`src/rtl/decoder_pkg.sv`:
```
package decoder_pkg;

	//////////////////////////////////////////////////////////////////////
	// widths

	localparam int OPCODE_W  = 8;
	localparam int STEP_W    = 2;                      // steps 0..3
	localparam int OP_KIND_W = 4;                      // ten operation kinds need four bits
	localparam int MODE_W    = 2;
	localparam int REG_SEL_W = 2;

	// step numbers, step 0 is the writeback of the finished instruction
	localparam logic [STEP_W-1:0] STEP_0 = STEP_W'(0);
	localparam logic [STEP_W-1:0] STEP_1 = STEP_W'(1);  // operand fetch
	localparam logic [STEP_W-1:0] STEP_2 = STEP_W'(2);
	localparam logic [STEP_W-1:0] STEP_3 = STEP_W'(3);  // only adc/sbc absolute gets here

	//////////////////////////////////////////////////////////////////////
	// opcodes, 6502 values

	localparam logic [OPCODE_W-1:0] ADC_IMM = 8'h69;
	localparam logic [OPCODE_W-1:0] ADC_ZPG = 8'h65;
	localparam logic [OPCODE_W-1:0] ADC_ABS = 8'h6d;
	localparam logic [OPCODE_W-1:0] SBC_IMM = 8'he9;
	localparam logic [OPCODE_W-1:0] SBC_ZPG = 8'he5;
	localparam logic [OPCODE_W-1:0] SBC_ABS = 8'hed;
	localparam logic [OPCODE_W-1:0] CMP_IMM = 8'hc9;
	localparam logic [OPCODE_W-1:0] CPX_IMM = 8'he0;
	localparam logic [OPCODE_W-1:0] CPY_IMM = 8'hc0;
	localparam logic [OPCODE_W-1:0] LDA_IMM = 8'ha9;
	localparam logic [OPCODE_W-1:0] LDX_IMM = 8'ha2;
	localparam logic [OPCODE_W-1:0] LDY_IMM = 8'ha0;
	localparam logic [OPCODE_W-1:0] SEC     = 8'h38;
	localparam logic [OPCODE_W-1:0] CLC     = 8'h18;   // differs from sec only in bit 5
	localparam logic [OPCODE_W-1:0] INX     = 8'he8;
	localparam logic [OPCODE_W-1:0] INY     = 8'hc8;
	localparam logic [OPCODE_W-1:0] DEX     = 8'hca;
	localparam logic [OPCODE_W-1:0] DEY     = 8'h88;
	localparam logic [OPCODE_W-1:0] TAX     = 8'haa;
	localparam logic [OPCODE_W-1:0] TXA     = 8'h8a;
	localparam logic [OPCODE_W-1:0] TAY     = 8'ha8;
	localparam logic [OPCODE_W-1:0] TYA     = 8'h98;
	localparam logic [OPCODE_W-1:0] JMP_ABS = 8'h4c;

	//////////////////////////////////////////////////////////////////////
	// classification codes

	localparam logic [OP_KIND_W-1:0] OP_NONE        = OP_KIND_W'(0);
	localparam logic [OP_KIND_W-1:0] OP_ADD         = OP_KIND_W'(1);
	localparam logic [OP_KIND_W-1:0] OP_SUB         = OP_KIND_W'(2);
	localparam logic [OP_KIND_W-1:0] OP_CMP         = OP_KIND_W'(3);
	localparam logic [OP_KIND_W-1:0] OP_LOAD        = OP_KIND_W'(4);
	localparam logic [OP_KIND_W-1:0] OP_XFER_TO_REG = OP_KIND_W'(5);  // tax, tay
	localparam logic [OP_KIND_W-1:0] OP_XFER_TO_AC  = OP_KIND_W'(6);  // txa, tya
	localparam logic [OP_KIND_W-1:0] OP_INCDEC      = OP_KIND_W'(7);
	localparam logic [OP_KIND_W-1:0] OP_FLAG        = OP_KIND_W'(8);
	localparam logic [OP_KIND_W-1:0] OP_JUMP        = OP_KIND_W'(9);

	localparam logic [MODE_W-1:0] MODE_IMPLIED = MODE_W'(0);
	localparam logic [MODE_W-1:0] MODE_IMM     = MODE_W'(1);
	localparam logic [MODE_W-1:0] MODE_ZPG     = MODE_W'(2);
	localparam logic [MODE_W-1:0] MODE_ABS     = MODE_W'(3);

	localparam logic [REG_SEL_W-1:0] REG_AC = REG_SEL_W'(0);
	localparam logic [REG_SEL_W-1:0] REG_X  = REG_SEL_W'(1);
	localparam logic [REG_SEL_W-1:0] REG_Y  = REG_SEL_W'(2);

	// group one fields, opcode = aaa bbb cc
	localparam logic [1:0] CC_GROUP1 = 2'b01;
	localparam logic [2:0] AAA_ADC   = 3'b011;
	localparam logic [2:0] AAA_SBC   = 3'b111;
	localparam logic [2:0] AAA_CMP   = 3'b110;
	localparam logic [2:0] AAA_LDA   = 3'b101;
	localparam logic [2:0] BBB_ZPG   = 3'b001;
	localparam logic [2:0] BBB_IMM   = 3'b010;
	localparam logic [2:0] BBB_ABS   = 3'b011;

	typedef union packed {
		logic [OPCODE_W-1:0] raw;                      // whole byte for exact matches
		struct packed {
			logic [2:0] aaa;                           // operation
			logic [2:0] bbb;                           // addressing mode
			logic [1:0] cc;                            // group
		} fld;
	} opcode_t;

endpackage

```
`src/rtl/opcode_classifier.sv`:
```
`timescale 1ns/1ns

module opcode_classifier (
	input  decoder_pkg::opcode_t              ir,
	output logic [decoder_pkg::OP_KIND_W-1:0] op_kind,
	output logic [decoder_pkg::MODE_W-1:0]    addr_mode,
	output logic [decoder_pkg::REG_SEL_W-1:0] reg_sel,
	output logic                              dec_sel,
	output logic [decoder_pkg::STEP_W-1:0]    last_step
);

	//////////////////////////////////////////////////////////////////////
	// operation kind and addressing mode

	always_comb begin
		op_kind   = decoder_pkg::OP_NONE;                  // unknown opcodes fall through as nops
		addr_mode = decoder_pkg::MODE_IMPLIED;
		if (ir.fld.cc == decoder_pkg::CC_GROUP1) begin
			case (ir.fld.aaa)
				decoder_pkg::AAA_ADC, decoder_pkg::AAA_SBC: begin
					op_kind = (ir.fld.aaa == decoder_pkg::AAA_ADC) ? decoder_pkg::OP_ADD :
						decoder_pkg::OP_SUB;
					case (ir.fld.bbb)
						decoder_pkg::BBB_IMM: addr_mode = decoder_pkg::MODE_IMM;
						decoder_pkg::BBB_ZPG: addr_mode = decoder_pkg::MODE_ZPG;
						decoder_pkg::BBB_ABS: addr_mode = decoder_pkg::MODE_ABS;
						default:              op_kind = decoder_pkg::OP_NONE;  // indexed modes not built
					endcase
				end
				decoder_pkg::AAA_CMP, decoder_pkg::AAA_LDA: begin
					if (ir.fld.bbb == decoder_pkg::BBB_IMM) begin  // immediate only
						op_kind = (ir.fld.aaa == decoder_pkg::AAA_CMP) ? decoder_pkg::OP_CMP :
							decoder_pkg::OP_LOAD;
						addr_mode = decoder_pkg::MODE_IMM;
					end
				end
				default: ;
			endcase
		end else begin
			case (ir.raw)                                  // everything else by exact byte
				decoder_pkg::CPX_IMM, decoder_pkg::CPY_IMM: begin
					op_kind   = decoder_pkg::OP_CMP;
					addr_mode = decoder_pkg::MODE_IMM;
				end
				decoder_pkg::LDX_IMM, decoder_pkg::LDY_IMM: begin
					op_kind   = decoder_pkg::OP_LOAD;
					addr_mode = decoder_pkg::MODE_IMM;
				end
				decoder_pkg::JMP_ABS: begin
					op_kind   = decoder_pkg::OP_JUMP;
					addr_mode = decoder_pkg::MODE_ABS;
				end
				decoder_pkg::SEC, decoder_pkg::CLC: op_kind = decoder_pkg::OP_FLAG;
				decoder_pkg::INX, decoder_pkg::INY,
				decoder_pkg::DEX, decoder_pkg::DEY: op_kind = decoder_pkg::OP_INCDEC;
				decoder_pkg::TAX, decoder_pkg::TAY: op_kind = decoder_pkg::OP_XFER_TO_REG;
				decoder_pkg::TXA, decoder_pkg::TYA: op_kind = decoder_pkg::OP_XFER_TO_AC;
				default: ;
			endcase
		end
	end

	//////////////////////////////////////////////////////////////////////
	// register select, direction and length

	always_comb begin
		case (ir.raw)
			decoder_pkg::CPX_IMM, decoder_pkg::LDX_IMM, decoder_pkg::INX,
			decoder_pkg::DEX, decoder_pkg::TAX, decoder_pkg::TXA: reg_sel = decoder_pkg::REG_X;
			decoder_pkg::CPY_IMM, decoder_pkg::LDY_IMM, decoder_pkg::INY,
			decoder_pkg::DEY, decoder_pkg::TAY, decoder_pkg::TYA: reg_sel = decoder_pkg::REG_Y;
			default: reg_sel = decoder_pkg::REG_AC;        // adc, sbc, cmp, lda
		endcase
	end

	assign dec_sel = (ir.raw == decoder_pkg::DEX) || (ir.raw == decoder_pkg::DEY);

	always_comb begin
		case (addr_mode)
			decoder_pkg::MODE_ZPG: last_step = decoder_pkg::STEP_2;
			decoder_pkg::MODE_ABS: last_step = (op_kind == decoder_pkg::OP_JUMP) ?
				decoder_pkg::STEP_2 : decoder_pkg::STEP_3;  // jmp skips the data read
			default:               last_step = decoder_pkg::STEP_1;  // implied and immediate
		endcase
	end

endmodule

```
`src/rtl/step_sequencer.sv`:
```
`timescale 1ns/1ns

module step_sequencer (
	input  logic                           clk_ph2,
	input  logic                           rst,
	input  logic [decoder_pkg::STEP_W-1:0] last_step,
	output logic [decoder_pkg::STEP_W-1:0] cycle,
	output logic                           final_step,
	output logic                           i_cycle,
	output logic                           r_cycle
);

	// last step of the instruction in flight
	assign final_step = (cycle == last_step);

	//////////////////////////////////////////////////////////////////////
	// step counter and its strobes

	always_ff @(posedge clk_ph2) begin
		if (!rst) begin
			cycle   <= decoder_pkg::STEP_0;
			i_cycle <= 1'b0;
			r_cycle <= 1'b0;
		end else begin
			if (final_step) begin
				cycle <= decoder_pkg::STEP_0;             // wrap into writeback of this instruction
			end else begin
				cycle <= cycle + decoder_pkg::STEP_1;
			end
			r_cycle <= final_step;                        // counter was just cleared
			i_cycle <= !final_step;                       // counter was just advanced
		end
	end

endmodule

```
`src/rtl/address_route_decoder.sv`:
```
`timescale 1ns/1ns

module address_route_decoder (
	input  logic                              clk_ph2,
	input  logic                              rst,
	input  logic [decoder_pkg::STEP_W-1:0]    cycle,
	input  logic                              final_step,
	input  logic [decoder_pkg::MODE_W-1:0]    addr_mode,
	input  logic [decoder_pkg::OP_KIND_W-1:0] op_kind,
	output logic                              pcl_adl,
	output logic                              pch_adh,
	output logic                              adl_abl,
	output logic                              adh_abh,
	output logic                              dl_adl,
	output logic                              dl_adh,
	output logic                              z_adh,
	output logic                              add_adl,
	output logic                              adl_pcl,
	output logic                              adh_pch,
	output logic                              pcl_pcl,
	output logic                              pch_pch,
	output logic                              i_pc
);

	logic jmp_fin;   // jump target goes onto the address bus and into pc
	logic zpg_lo;    // zero-page operand address from dl
	logic abs_hi;    // absolute operand address, low byte held in alu
	logic pc_fetch;  // plain fetch through pc
	logic one_byte;  // step 1 of a one-byte instruction, the next opcode is on the bus

	//////////////////////////////////////////////////////////////////////
	// fetch rules, first match wins

	assign jmp_fin  = final_step && (op_kind == decoder_pkg::OP_JUMP);
	assign zpg_lo   = (cycle == decoder_pkg::STEP_1) && (addr_mode == decoder_pkg::MODE_ZPG);
	assign abs_hi   = !jmp_fin && (cycle == decoder_pkg::STEP_2) &&
		(addr_mode == decoder_pkg::MODE_ABS);
	assign pc_fetch = !(jmp_fin || zpg_lo || abs_hi);
	assign one_byte = (cycle == decoder_pkg::STEP_1) &&
		(addr_mode == decoder_pkg::MODE_IMPLIED);

	always_ff @(posedge clk_ph2) begin
		if (!rst) begin
			{pcl_adl, pch_adh, adl_abl, adh_abh, dl_adl, dl_adh, z_adh} <= '0;
			{add_adl, adl_pcl, adh_pch, pcl_pcl, pch_pch, i_pc} <= '0;
		end else begin
			pcl_adl <= pc_fetch;                  // pc onto adl/adh
			pch_adh <= pc_fetch;
			adl_abl <= 1'b1;                      // every rule drives the address bus
			adh_abh <= 1'b1;
			dl_adl  <= zpg_lo;
			z_adh   <= zpg_lo;                    // page zero
			add_adl <= jmp_fin || abs_hi;         // low byte from alu hold register
			dl_adh  <= jmp_fin || abs_hi;         // high byte straight from dl
			adl_pcl <= jmp_fin;                   // load new pc
			adh_pch <= jmp_fin;
			pcl_pcl <= pc_fetch;                  // pc recirculates
			pch_pch <= pc_fetch;
			i_pc    <= (jmp_fin || pc_fetch) && !one_byte;  // zpg and abs operand reads hold pc
		end
	end

endmodule

```
`src/rtl/datapath_route_decoder.sv`:
```
`timescale 1ns/1ns

module datapath_route_decoder (
	input  logic                              clk_ph2,
	input  logic                              rst,
	input  logic [decoder_pkg::STEP_W-1:0]    cycle,
	input  logic                              final_step,
	input  logic [decoder_pkg::OP_KIND_W-1:0] op_kind,
	input  logic [decoder_pkg::MODE_W-1:0]    addr_mode,
	input  logic [decoder_pkg::REG_SEL_W-1:0] reg_sel,
	input  logic                              dec_sel,
	output logic                              dl_db, ac_sb, ac_db, add_sb,  // bus moves
	output logic                              sb_ac, sb_db, sb_x, sb_y,
	output logic                              x_sb, y_sb, db_sb,
	output logic                              sb_add, ndb_add, db_add,      // alu inputs
	output logic                              z_add, none_add, c_one, c_zero,
	output logic                              sums,                         // alu operation
	output logic                              avr_v, acr_c, dbz_z, db7_n, ir5_c  // flags
);

	logic wb;         // step 0, result of the finished instruction goes back
	logic addr_lo;    // absolute low byte parked in the alu
	logic fin;
	logic k_add;
	logic k_sub;
	logic k_cmp;
	logic k_load;
	logic k_to_reg;
	logic k_to_ac;
	logic k_incdec;
	logic sel_ac;
	logic sel_x;
	logic sel_y;

	//////////////////////////////////////////////////////////////////////
	// step and kind decode

	assign wb       = (cycle == decoder_pkg::STEP_0);
	assign addr_lo  = (cycle == decoder_pkg::STEP_1) && (addr_mode == decoder_pkg::MODE_ABS);
	assign fin      = final_step;                 // never high at step 0
	assign k_add    = (op_kind == decoder_pkg::OP_ADD);
	assign k_sub    = (op_kind == decoder_pkg::OP_SUB);
	assign k_cmp    = (op_kind == decoder_pkg::OP_CMP);
	assign k_load   = (op_kind == decoder_pkg::OP_LOAD);
	assign k_to_reg = (op_kind == decoder_pkg::OP_XFER_TO_REG);
	assign k_to_ac  = (op_kind == decoder_pkg::OP_XFER_TO_AC);
	assign k_incdec = (op_kind == decoder_pkg::OP_INCDEC);
	assign sel_ac   = (reg_sel == decoder_pkg::REG_AC);
	assign sel_x    = (reg_sel == decoder_pkg::REG_X);
	assign sel_y    = (reg_sel == decoder_pkg::REG_Y);

	//////////////////////////////////////////////////////////////////////
	// registered strobes for the next cycle

	always_ff @(posedge clk_ph2) begin
		if (!rst) begin
			{dl_db, ac_sb, ac_db, add_sb, sb_ac, sb_db, sb_x, sb_y} <= '0;
			{x_sb, y_sb, db_sb, sb_add, ndb_add, db_add, z_add, none_add} <= '0;
			{c_one, c_zero, sums, avr_v, acr_c, dbz_z, db7_n, ir5_c} <= '0;
		end else begin
			dl_db    <= addr_lo || (fin && (k_add || k_sub || k_cmp || k_load));
			ac_sb    <= fin && (k_add || k_sub || k_to_reg || (k_cmp && sel_ac));
			ac_db    <= fin && k_to_reg;
			add_sb   <= wb && (k_add || k_sub || k_incdec);  // alu result onto sb
			sb_ac    <= (wb && (k_add || k_sub)) || (fin && (k_to_ac || (k_load && sel_ac)));
			sb_db    <= (wb && (k_add || k_sub || k_incdec)) || (fin && (k_to_ac || k_incdec));
			sb_x     <= sel_x && ((wb && k_incdec) || (fin && (k_load || k_to_reg)));
			sb_y     <= sel_y && ((wb && k_incdec) || (fin && (k_load || k_to_reg)));
			x_sb     <= sel_x && fin && (k_cmp || k_to_ac || k_incdec);
			y_sb     <= sel_y && fin && (k_cmp || k_to_ac || k_incdec);
			db_sb    <= fin && k_load;
			sb_add   <= fin && (k_add || k_sub || k_cmp);
			ndb_add  <= fin && (k_sub || k_cmp);          // subtract as add of inverse
			db_add   <= addr_lo || (fin && (k_add || k_incdec));
			z_add    <= addr_lo || (fin && k_incdec && !dec_sel);  // +1 through c_one
			none_add <= fin && k_incdec && dec_sel;       // all ones plus carry
			c_one    <= fin && (k_cmp || k_incdec);
			c_zero   <= addr_lo;
			sums     <= addr_lo || (fin && (k_add || k_sub || k_cmp || k_incdec));
			avr_v    <= wb && (k_add || k_sub);
			acr_c    <= wb && (k_add || k_sub || k_cmp);
			dbz_z    <= (wb && (k_add || k_sub || k_cmp || k_incdec)) ||
				(fin && (k_load || k_to_reg || k_to_ac));
			db7_n    <= (wb && (k_add || k_sub || k_cmp || k_incdec)) ||
				(fin && (k_load || k_to_reg || k_to_ac));
			ir5_c    <= fin && (op_kind == decoder_pkg::OP_FLAG);  // carry from opcode bit 5
		end
	end

endmodule

```
`src/rtl/instruction_decoder.sv`:
```
`timescale 1ns/1ns

module instruction_decoder (
	input  logic                           clk_ph2,
	input  logic                           rst,
	input  decoder_pkg::opcode_t           ir,
	output logic [decoder_pkg::STEP_W-1:0] cycle,
	output logic                           i_cycle, r_cycle,
	output logic                           pcl_adl, pch_adh, adl_abl, adh_abh,  // address side
	output logic                           dl_adl, dl_adh, z_adh, add_adl,
	output logic                           adl_pcl, adh_pch, pcl_pcl, pch_pch, i_pc,
	output logic                           dl_db, ac_sb, ac_db, add_sb, sb_ac,  // data side
	output logic                           sb_db, sb_x, sb_y, x_sb, y_sb, db_sb,
	output logic                           sb_add, ndb_add, db_add, z_add, none_add,
	output logic                           c_one, c_zero, sums,
	output logic                           avr_v, acr_c, dbz_z, db7_n, ir5_c
);

	logic [decoder_pkg::OP_KIND_W-1:0] op_kind;
	logic [decoder_pkg::MODE_W-1:0]    addr_mode;
	logic [decoder_pkg::REG_SEL_W-1:0] reg_sel;
	logic                              dec_sel;
	logic [decoder_pkg::STEP_W-1:0]    last_step;
	logic                              final_step;  // shared by both route decoders

	opcode_classifier u_classifier (
		.ir, .op_kind, .addr_mode, .reg_sel, .dec_sel, .last_step
	);

	step_sequencer u_sequencer (
		.clk_ph2, .rst, .last_step, .cycle, .final_step, .i_cycle, .r_cycle
	);

	address_route_decoder u_addr_route (
		.clk_ph2, .rst, .cycle, .final_step, .addr_mode, .op_kind,
		.pcl_adl, .pch_adh, .adl_abl, .adh_abh, .dl_adl, .dl_adh, .z_adh,
		.add_adl, .adl_pcl, .adh_pch, .pcl_pcl, .pch_pch, .i_pc
	);

	datapath_route_decoder u_data_route (
		.clk_ph2, .rst, .cycle, .final_step, .op_kind, .addr_mode, .reg_sel, .dec_sel,
		.dl_db, .ac_sb, .ac_db, .add_sb, .sb_ac, .sb_db, .sb_x, .sb_y,
		.x_sb, .y_sb, .db_sb, .sb_add, .ndb_add, .db_add, .z_add, .none_add,
		.c_one, .c_zero, .sums, .avr_v, .acr_c, .dbz_z, .db7_n, .ir5_c
	);

endmodule

```
`config.mk`:
```
export PLATFORM = sky130hd
export DESIGN_NAME = instruction_decoder
export DESIGN_NICKNAME = d
export VERILOG_FILES = /design/src/rtl/decoder_pkg.sv /design/src/rtl/opcode_classifier.sv /design/src/rtl/step_sequencer.sv /design/src/rtl/address_route_decoder.sv /design/src/rtl/datapath_route_decoder.sv /design/src/rtl/instruction_decoder.sv
export SDC_FILE = /design/constraint.sdc
export NUM_CORES = 1
export LEC_CHECK = 0
export BUFFER_PORTS_ARGS = -buffer_cell sky130_fd_sc_hd__buf_2
export CAP_MARGIN = 20
export CORE_MARGIN = 2
export CORE_UTILIZATION = 46
export CTS_CLUSTER_DIAMETER = 60
export DETAILED_ROUTE_END_ITERATION = 8
export HOLD_SLACK_MARGIN = 0.08
export PLACE_DENSITY = 0.74
export SETUP_SLACK_MARGIN = 0.02
export SLEW_MARGIN = 20
export SYNTH_ARGS = -nofsm -noshare
export SYNTH_HDL_FRONTEND = slang
export SYNTH_SLANG_ARGS = --single-unit
export TNS_END_PERCENT = 1
```
`constraint.sdc`:
```
create_clock -name clk_ph2 -period 2.4 [get_ports clk_ph2]
set_input_delay 0.36 -clock clk_ph2 [delete_from_list [all_inputs] [get_ports clk_ph2]]
set_output_delay 0.36 -clock clk_ph2 [all_outputs]
set_load 0.01 [all_outputs]
```
==> flow_metrics.py, run 1 <==
metrics = {
    "sta": {
        "fmaxAchievable_mhz": 474,
        "fin_skew_ns": 0.00485,
        "slew-limit-headroom_pct": 62.2,
        "timing.final.ws_setup_ns": 0.288,
        "worst_slew_pin_slew_ns": 0.565,
        "finalMaxSlewViolations": 0,
        "finalCriticalPeriod_ns": 2.11,
        "period_share_pct": 88.0,
        "rsz0062_at_grt": "false",
        "hold_viol_final": 0,
        "setup_violations": 0,
        "setup_tns_ns": 0,
    },
    "detailed_routing": {
        "first_pass_iters": 4,
        "drcViolationCount": 0,
        "ant_nets": 0,
        "wl_per_cell_um": 12.6,
        "wl_um": 3960,
        "drtIter0Drc": 94,
        "vias_per_cell": 5.16,
        "num_vias": 1615,
    },
    "yosys": {
        "yosysTopAreaCell": "dfxtp_1",
        "synthTopCellsByArea": "dfxtp_1 39%, buf_4 4.8%, nor2_1 4.4%",
        "netlist_area_mm2": 0.00171,
        "ys_seq_area_share_pct": 38.7,
        "synth_most_common_cell": "dfxtp_1",
        "syn_nets": 216,
        "syn_avg_cell_area_um2": 8.41,
        "synth_commonest_cells": "33 x dfxtp_1, 20 x nor2_1, 15 x nand2_1",
        "synth-main-ff-cell": "dfxtp_1",
        "ys_warn_count": 0,
        "synth_edf_count": 0,
        "synthArstFlopShare_pct": 0,
        "synthCells": 203,
        "synth-seq-cells": 33,
        "yosysTopAreaCellShare_pct": 38.7,
        "synth.distinct_cells": 46,
    },
    "clock_tree": {
        "cts_hold_buf": 0,
        "post_cts_buffers": 0,
        "clk_pin_slew_ns": 0.06,
        "cts-buffers-inserted": 5,
        "cts.sinks": 33,
        "htree_levels": 2,
        "clockRootBuffer": "clkbuf_8",
        "cts_resized": 0,
        "clock_latency_ns": 0.28,
        "cts_tree": "done",
        "cts_max_path_buffers": 2,
    },
    "die": {
        "die_area_mm2": 0.00421,
        "core_area_mm2": 0.00361,
        "rows": 22,
        "die_h_um": 64.9,
        "start_util_pct": 47.3,
        "die-width_um": 64.9,
        "io_pins": 51,
    },
    "finish": {
        "diodes": 0,
        "top_register": "u_sequencer.cycle",
        "n_fill_cell": 341,
        "largest_reg_flops": 2,
        "syn_to_final_growth_pct": 26.3,
        "final_nets": 277,
        "drive_gt1_share_pct": 34.3,
        "multiInputGateArea_um2": 873,
        "regArea_um2": 661,
    },
    "run": {
        "maxCapViolations": 0,
    },
    "critical_path": {
        "cp-start-kind": "primary input",
        "crit_path_end_kind": "flip-flop",
        "critical_path.max_fanout": 14,
        "cp.arrival_ns": 2.30,
        "required_ns": 2.59,
        "crit_type": "in2reg",
    },
    "placed_design": {
        "hpwl_um": 3070,
        "place_congestion": 0.949,
        "port_buffers": 50,
        "dp_slack_ns": 0.00909,
    },
    "status": {
        "status": "complete, no violations",
    },
    "power_and_ir_drop": {
        "cellPowerDensity_mw_per_mm2": 563,
        "p_leak_nw": 1.01,
        "ir_worst_vdd_uv": 266,
    },
    "global_routing": {
        "grt_remaining_overflow": 0,
        "grt_pass1_wl_um": 6620,
        "grt_pass1_vias": 1462,
        "grt_max_degree": 15,
        "grt_usage_pct": 19.9,
        "antenna_found_initial": 0,
    },
    "min_path": {
        "hold_path_class": "in2reg",
    },
}
==> worst paths after layout <==
path / slack, ns / from / cells past startpoint / end
worst max-delay path: 0.29 / ir[7] / 8 / u_data_route.ndb_add$_SDFF_PN0_
worst max register to register: 0.57 / u_sequencer.cycle[0]$_SDFF_PP0_ / 6 / u_data_route.ndb_add$_SDFF_PN0_
worst min-delay path: 0.33 / rst / 1 / u_addr_route.adl_abl$_DFF_P_
worst min register to register: 0.58 / u_sequencer.cycle[0]$_SDFF_PP0_ / 1 / u_sequencer.cycle[0]$_SDFF_PP0_
==> kinds of logic after synthesis <==
logic type      Yosys count  share of synthesized area (%)
compound gates           41                           17.1
mux                       1                          0.587
simple gates             92                           29.7
xor+xnor                  2                           1.03
buf+inv                  30                           10.1
flops                    33                           38.7
fa+ha+maj                 4                           2.79
==> through the flow <==
| step | power [W] | util, % | hold slack (ns) | std cells | cell area, µm² |
|---|---|---|---|---|---|
| floorplan | 0.000715 | - | 0.388 | 203 | 1710 |
| global route | 0.00127 | 59.8 | 0.322 | 313 | 2160 |
| finish | 0.00121 | 59.8 | 0.325 | 313 | 2160 |
| CTS | 0.00122 | 59.8 | 0.316 | 313 | 2160 |
| global placement | 0.000778 | 57.0 | 0.551 | 305 | 2050 |
| detailed placement | 0.000780 | 57.0 | 0.560 | 305 | 2050 |
==> power by group <==
part | switching, W | internal (W) | total [W]
Sequential | 0.0000108 | 0.000564 | 0.000575
Combinational | 0.000116 | 0.0000783 | 0.000195
Clock | 0.000185 | 0.000259 | 0.000443
Total | 0.000312 | 0.000901 | 0.00121
==> layer usage <==
layer	vias up	wire length [µm]	GRT usage, %
li1	826	-	-
met1	726	1820	26.7
met2	58	1870	32.7
met3	5	206	2.60
met4	0	61	7.18
met5	-	0	0
==> worst max-delay path, stage by stage <==
cell       delay (ns)
buf_2            0.10
or4b_4           0.54
a2111oi_4        0.39
nand4b_1         0.20
nor3_2           0.19
nor3_2           0.07
buf_4            0.19
nor4_1           0.25
==> layout make-up <==
type	instances	area share [%]
multi-input combinational	140	40.5
sequential	33	30.6
timing repair buffer	72	19.3
clock buffer	7	4.47
tap	48	2.79
inverter	12	2.09
clock inverter	1	0.232
==> cells in the final DEF (no fill, tap or decap), types with 2 or more instances in the layout <==
master      n
a21boi_0    2
or2_2       5
buf_4      22
a2111oi_0   2
nand4_1     2
inv_1      12
ha_1        3
a21oi_1    11
nor4_1      3
and2_1      2
o31ai_1     4
nor3_2      2
dfxtp_1    33
nor3_1      6
and3_1      2
nand4b_1    3
nand2_1    15
nor2b_1     4
o22ai_1     2
nand2b_1   10
o21ai_1     3
nor2_1     20
or3_1       2
clkbuf_8    7
a211oi_1    4
o21ai_0     4
buf_2      50
a31oi_1     2
xor2_1      2
nand3_1    10
Power figures use the tool's default switching activity.
==> inputs of run 2 (changes only) <==
--- a/config.mk
+++ b/config.mk
@@ -5,14 +5,14 @@
 export SDC_FILE = /design/constraint.sdc
 export NUM_CORES = 1
 export LEC_CHECK = 0
-export BUFFER_PORTS_ARGS = -buffer_cell sky130_fd_sc_hd__buf_2
-export CAP_MARGIN = 20
+export CAP_MARGIN = 10
 export CORE_MARGIN = 2
-export CORE_UTILIZATION = 46
+export CORE_UTILIZATION = 52
 export CTS_CLUSTER_DIAMETER = 60
 export DETAILED_ROUTE_END_ITERATION = 8
+export DONT_BUFFER_PORTS = 1
 export HOLD_SLACK_MARGIN = 0.08
-export PLACE_DENSITY = 0.74
+export PLACE_DENSITY = 0.66
 export SETUP_SLACK_MARGIN = 0.02
 export SLEW_MARGIN = 20
 export SYNTH_ARGS = -nofsm -noshare
==> constraint.sdc (replaced) <==
create_clock -name clk_ph2 -period 2.05 [get_ports clk_ph2]
set_input_delay 0.3075 -clock clk_ph2 [delete_from_list [all_inputs] [get_ports clk_ph2]]
set_output_delay 0.3075 -clock clk_ph2 [all_outputs]
set_load 0.01 [all_outputs]
==> run 2 against run 1 <==
- die area shrank 11%
- sequential power grew 19%
- critical path depth shrank 1
- largest cell class unchanged
- register-to-register slack lost 0.38 ns
- count of clock-buffer cells in the layout shrank 2
==> flow_metrics.py, run 2 (same netlist as run 1, synthesis figures left out) <==
metrics = {
    "critical_path": {
        "rr_worst_depth": 5,
        "max_stage_delay_ns": 0.53,
        "cp-start-kind": "primary input",
        "critical_path.max_fanout": 13,
        "rrSetupSlack_ns": 0.19,
        "cp.arrival_ns": 2.13,
        "crit_type": "in2reg",
        "reg2reg_from": "u_sequencer.cycle[0]$_SDFF_PP0_",
        "crit_path_end_kind": "flip-flop",
        "required_ns": 2.25,
        "r2r-end": "u_data_route.ndb_add$_SDFF_PN0_",
        "crit_chain": "or4b_4 > a2111oi_4 > or3_1 > a21oi_1 > nor3_4 > buf_4 > o211ai_2",
        "crit_path_top_delay_cell": "or4b_4",
    },
    "finish": {
        "fin_util_pct": 62.0,
        "stdcell_area_mm2": 0.00191,
        "largest_reg_flops": 2,
        "diodes": 0,
        "syn_to_final_growth_pct": 11.7,
        "drive_gt1_share_pct": 20.3,
        "layout_common_cells": "33 x dfxtp_1, 23 x buf_4, 20 x nor2_1",
        "top_register": "u_sequencer.cycle",
        "final_common_cell": "dfxtp_1",
        "n_fill_cell": 296,
        "final_nets": 229,
    },
    "detailed_routing": {
        "drcViolationCount": 0,
        "drtIter0Drc": 64,
        "ant_nets": 0,
        "wl_um": 3950,
        "first_pass_iters": 4,
        "wl_per_cell_um": 15.1,
        "num_vias": 1492,
        "vias_per_cell": 5.72,
    },
    "status": {
        "status": "complete, no violations",
    },
    "die": {
        "core_area_mm2": 0.00308,
        "die_area_mm2": 0.00376,
        "io_pins": 51,
        "rows": 20,
        "start_util_pct": 55.4,
        "die_h_um": 61.3,
        "die-width_um": 61.3,
    },
    "power_and_ir_drop": {
        "ir_worst_vdd_uv": 356,
        "p_leak_nw": 0.761,
        "cellPowerDensity_mw_per_mm2": 628,
    },
    "global_routing": {
        "grt_usage_pct": 23.3,
        "antenna_found_initial": 0,
        "grt_pass1_wl_um": 6460,
        "grt_max_degree": 16,
        "grt_remaining_overflow": 0,
        "grt_pass1_vias": 1358,
    },
    "sta": {
        "period_share_pct": 94.0,
        "fmaxAchievable_mhz": 519,
        "finalCriticalPeriod_ns": 1.93,
        "worst_slew_pin_slew_ns": 0.548,
        "setup_violations": 0,
        "fin_skew_ns": 0.0123,
        "rsz0062_at_grt": "false",
        "slew-limit-headroom_pct": 63.2,
        "hold_slack_ns": 0.103,
        "hold_viol_final": 0,
        "finalMaxSlewViolations": 0,
        "setup_tns_ns": 0,
    },
    "clock_tree": {
        "htree_levels": 2,
        "clockRootBuffer": "clkbuf_4",
        "post_cts_buffers": 0,
        "cts.sinks": 33,
        "cts_tree": "done",
        "cts_max_path_buffers": 2,
        "clock_latency_ns": 0.33,
        "clk_pin_slew_ns": 0.10,
        "cts-buffers-inserted": 5,
    },
    "placed_design": {
        "dpl_cell_area_mm2": 0.00184,
        "port_buffers": 0,
        "hpwl_um": 3080,
        "place_congestion": 0.940,
    },
    "min_path": {
        "hold_path_class": "in2reg",
        "holdPathEnd": "u_addr_route.pcl_adl$_SDFF_PN0_",
        "hold_start": "rst",
        "hold_path_depth": 2,
    },
    "run": {
        "maxCapViolations": 0,
    },
}
run 2: cell types whose count changed in the layout (fill, tap and decap cells not counted), sizes merged:
cell / previous run / this run
clkinvlp: 0 / 1
dlygate4sd3: 0 / 1
clkbuf: 7 / 5
clkinv: 1 / 2
buf: 72 / 23
run 2: layout make-up:
class	count	area, µm²	share of cell area (%)
clock buffers	5	37.5	1.97
clock inverters	3	17.5	0.919
inverters	12	45.0	2.36
multi-input cells	140	908	47.6
flip-flops and latches	33	661	34.6
well taps	44	55.1	2.89
repair buffers	24	183	9.58
run 2: power by group:
group          switching, W  total, W  internal [W]
combinational     0.0000929  0.000167     0.0000739
sequential        0.0000269  0.000687      0.000660
clock              0.000215  0.000344      0.000129
total              0.000335   0.00120      0.000863
run 2: what timing repair did:
| action | in CTS | in global routing |
|---|---|---|
| endpoints found under the hold margin | 1 | 0 |
| endpoints found under the setup margin | 0 | 1 |
| hold buffers | 1 | 0 |
| resized for setup | 0 | 1 |
run 2: critical path, delay by kind of cell:
family,cells,cell delay [ns]
and+or+nand+nor,3,0.99
buffers and inverters,1,0.20
AOI/OAI and AO/OA,3,0.62
run 2: worst max path at each step:
stage	endpoint	startpoint	depth (start not counted)	slack [ns]
after floorplan	u_data_route.db_sb$_SDFF_PN0_	ir[3]	8	-0.12
after global placement	u_data_route.sb_db$_SDFF_PN0_	ir[7]	7	-0.13
after detailed placement	u_data_route.sb_db$_SDFF_PN0_	ir[7]	7	-0.19
after CTS	u_data_route.sb_db$_SDFF_PN0_	ir[7]	7	0.15
after global routing	u_data_route.ndb_add$_SDFF_PN0_	ir[7]	6	0.008
final	u_data_route.sb_db$_SDFF_PN0_	ir[7]	7	0.12
run 2: per-layer routing:
| layer | GRT usage [%] | up-vias | part of all wire [%] |
|---|---|---|---|
| met5 | 0 | - | 0 |
| met1 | 30.9 | 686 | 45 |
| met3 | 8.19 | 11 | 6.4 |
| met2 | 34.3 | 65 | 46 |
| met4 | 9.94 | 0 | 2.2 |
| li1 | - | 730 | - |
run 2: through the flow:
| stage | std cells | setup slack [ns] | power [W] |
|---|---|---|---|
| 3_3_place_gp | 252 | -0.132 | 0.000860 |
| 5_1_grt | 261 | 0.00827 | 0.00125 |
| 3_5_place_dp | 252 | -0.186 | 0.000864 |
| 4_1_cts | 261 | 0.149 | 0.00120 |
| 6_report | 261 | 0.122 | 0.00120 |
| 2_1_floorplan | 203 | -0.121 | 0.000843 |
==> inputs of run 3 (changes only) <==
--- a/config.mk
+++ b/config.mk
@@ -5,14 +5,15 @@
 export SDC_FILE = /design/constraint.sdc
 export NUM_CORES = 1
 export LEC_CHECK = 0
+export ABC_AREA = 1
 export CAP_MARGIN = 10
 export CORE_MARGIN = 2
-export CORE_UTILIZATION = 52
+export CORE_UTILIZATION = 60
 export CTS_CLUSTER_DIAMETER = 60
 export DETAILED_ROUTE_END_ITERATION = 8
 export DONT_BUFFER_PORTS = 1
 export HOLD_SLACK_MARGIN = 0.08
-export PLACE_DENSITY = 0.66
+export PLACE_DENSITY = 0.75
 export SETUP_SLACK_MARGIN = 0.02
 export SLEW_MARGIN = 20
 export SYNTH_ARGS = -nofsm -noshare
==> run 3 against run 2 <==
- non-clock buffer count is 23 lower
- die area is 14% lower
- via count is 5.1% lower
- sequential cell count stayed put
- largest power group unchanged
- highest routed layer unchanged
==> flow_metrics.py, run 3 <==
metrics = {
    "finish": {
        "layout_common_cells": "46 x nand2_1, 36 x nor2_1, 33 x dfxtp_1",
        "layout.cells.non_filler": 259,
        "drive_gt1_share_pct": 17.5,
        "largest_reg_flops": 2,
        "syn_to_final_growth_pct": 2.38,
        "top_register": "u_sequencer.cycle",
        "final_common_cell": "nand2_1",
        "final_nets": 240,
        "diodes": 0,
    },
    "yosys": {
        "synthArstFlopShare_pct": 0,
        "ys_warn_count": 0,
        "synth_commonest_cells": "46 x nand2_1, 36 x nor2_1, 33 x dfxtp_1",
        "ys_seq_area_share_pct": 39.2,
        "syn_avg_cell_area_um2": 7.39,
        "netlist_area_mm2": 0.00169,
        "yosysTopAreaCellShare_pct": 39.2,
        "synth-main-ff-cell": "dfxtp_1",
        "yosysTopAreaCell": "dfxtp_1",
        "synth_edf_count": 0,
        "synthTopCellsByArea": "dfxtp_1 39%, nand2_1 10%, nor2_1 8.0%",
        "synthCells": 228,
        "synth-seq-cells": 33,
        "synth.distinct_cells": 34,
        "syn_nets": 241,
        "synth_most_common_cell": "nand2_1",
    },
    "detailed_routing": {
        "wl_um": 3620,
        "num_vias": 1416,
        "drtIter0Drc": 39,
        "vias_per_cell": 5.47,
        "ant_nets": 0,
        "first_pass_iters": 4,
        "wl_per_cell_um": 14.0,
        "drcViolationCount": 0,
    },
    "clock_tree": {
        "cts_max_path_buffers": 2,
        "cts-buffers-inserted": 5,
        "cts.sinks": 33,
        "clockRootBuffer": "clkbuf_4",
        "clock_latency_ns": 0.34,
        "htree_levels": 2,
        "cts_tree": "done",
        "post_cts_buffers": 0,
        "clk_pin_slew_ns": 0.10,
    },
    "sta": {
        "finalMaxSlewViolations": 0,
        "period_share_pct": 76.0,
        "worst_slew_pin_slew_ns": 0.559,
        "slew-limit-headroom_pct": 62.3,
        "finalCriticalPeriod_ns": 1.56,
        "timing.final.ws_setup_ns": 0.492,
        "fmaxAchievable_mhz": 642,
        "setup_violations": 0,
        "rsz0062_at_grt": "false",
        "hold_viol_final": 0,
        "setup_tns_ns": 0,
        "fin_skew_ns": 0.0135,
    },
    "placed_design": {
        "dpl.cell_count": 250,
        "dp_slack_ns": 0.152,
        "place_congestion": 0.939,
        "port_buffers": 0,
        "hpwl_um": 2910,
    },
    "global_routing": {
        "antenna_found_initial": 0,
        "grt_usage_pct": 24.3,
        "grt_remaining_overflow": 0,
        "grt_max_degree": 12,
        "grt_pass1_vias": 1353,
        "grt_pass1_wl_um": 5960,
    },
    "critical_path": {
        "crit_path_top_delay_cell": "nor2_1",
        "max_stage_delay_ns": 0.24,
        "crit_chain": "nor2_1 > nand2_1 > nor2_4 > inv_1 > nand3_2 > nand2_1 > nand2_1 > nand3_4 > nor2_8 > inv_4 > o21ai_2",
        "required_ns": 2.33,
        "crit_top_cell": "nand2_1",
        "crit_path_end_kind": "flip-flop",
        "rr_worst_depth": 5,
        "critical_path.max_fanout": 9,
        "cp.arrival_ns": 1.84,
        "crit_type": "in2reg",
        "cp-start-kind": "primary input",
    },
    "die": {
        "die_h_um": 57,
        "start_util_pct": 62.2,
        "core_area_mm2": 0.00271,
        "die_area_mm2": 0.00325,
        "rows": 19,
        "io_pins": 51,
        "die-width_um": 57,
    },
    "status": {
        "status": "complete, no violations",
    },
    "power_and_ir_drop": {
        "ir_worst_vdd_uv": 881,
        "power_w": 0.00147,
        "cellPowerDensity_mw_per_mm2": 853,
        "p_leak_nw": 0.825,
    },
    "min_path": {
        "hold_path_class": "in2reg",
        "hold_path_depth": 2,
    },
    "run": {
        "maxCapViolations": 0,
    },
}
[run 3: changes by cell type after synthesis, sizes merged, moves of 7 or more]
cell    previous run  this run
buf               16         9
nand3             10        19
nand2             15        47
inv               12        37
a21oi             11         4
nor2              20        46
nand2b            10         0
[run 3: what timing repair did]
| action | in CTS | in global routing |
|---|---|---|
| hold endpoints to repair | 1 | 0 |
| gates resized for setup | 0 | 0 |
| hold buffers | 1 | 0 |
[run 3: per-stage QoR]
stage / utilization [%] / hold WS [ns] / area, µm²
finish: 63.7 / 0.0933 / 1730
global route: 63.7 / 0.0994 / 1730
CTS: 63.7 / 0.0917 / 1730
detailed placement: 61.3 / 0.336 / 1660
global placement: 61.3 / 0.336 / 1660
floorplan: - / 0.335 / 1690
[run 3: kinds of logic (layout without fill, tap and decap cells)]
| logic type | after synthesis | count (layout) | share of synthesized area (%) |
|---|---|---|---|
| XOR/XNOR | 1 | 1 | 0.965 |
| adder cells (fa/ha/maj) | 3 | 3 | 2.23 |
| AO/OA/AOI/OAI | 18 | 18 | 7.50 |
| AND/OR/NAND/NOR | 127 | 127 | 37.9 |
| buffers and inverters | 46 | 46 | 12.2 |
| flip-flops | 33 | 33 | 39.2 |
[run 3: path summary, 6_finish.rpt]
| path | start | end | slack (ns) |
|---|---|---|---|
| setup / recovery | ir[0] | u_data_route.db_add$_SDFF_PN0_ | 0.49 |
| setup reg to reg | u_sequencer.cycle[1]$_SDFF_PP0_ | u_data_route.db_add$_SDFF_PN0_ | 0.58 |
| hold reg to reg | u_sequencer.cycle[0]$_SDFF_PP0_ | u_sequencer.i_cycle$_SDFF_PN0_ | 0.70 |
| hold / removal | rst | u_addr_route.pcl_adl$_SDFF_PN0_ | 0.09 |
[run 3: routing by layer]
metal	share of wire (%)	wire length, µm	global-route usage [%]
met1	39	1420	26.5
met2	49	1760	41.1
met3	8.5	308	8.16
met4	3.7	135	14.3
met5	0	0	0
[run 3: power breakdown]
| part | switching [W] | internal [W] | leakage [nW] |
|---|---|---|---|
| Combinational | 0.000239 | 0.000106 | 0.526 |
| Clock | 0.000219 | 0.000129 | 0.0310 |
| Sequential | 0.0000811 | 0.000697 | 0.268 |
| Total | 0.000539 | 0.000931 | 0.825 |
[run 3: cell type report]
cell class                      count  area, µm²
Clock inverter                      3       17.5
Fill cell                         260        985
Tap cell                           31       38.8
Multi-Input combinational cell    149        820
Sequential cell                    33        661
Inverter                           37        141
Clock buffer                        5       37.5
Timing Repair Buffer                1       10.0
[run 3: worst max-delay path, delay by kind of cell]
kind | cells | cell delay, ns
buf+inv | 2 | 0.20
compound gates | 1 | 0.13
simple gates | 8 | 1.21
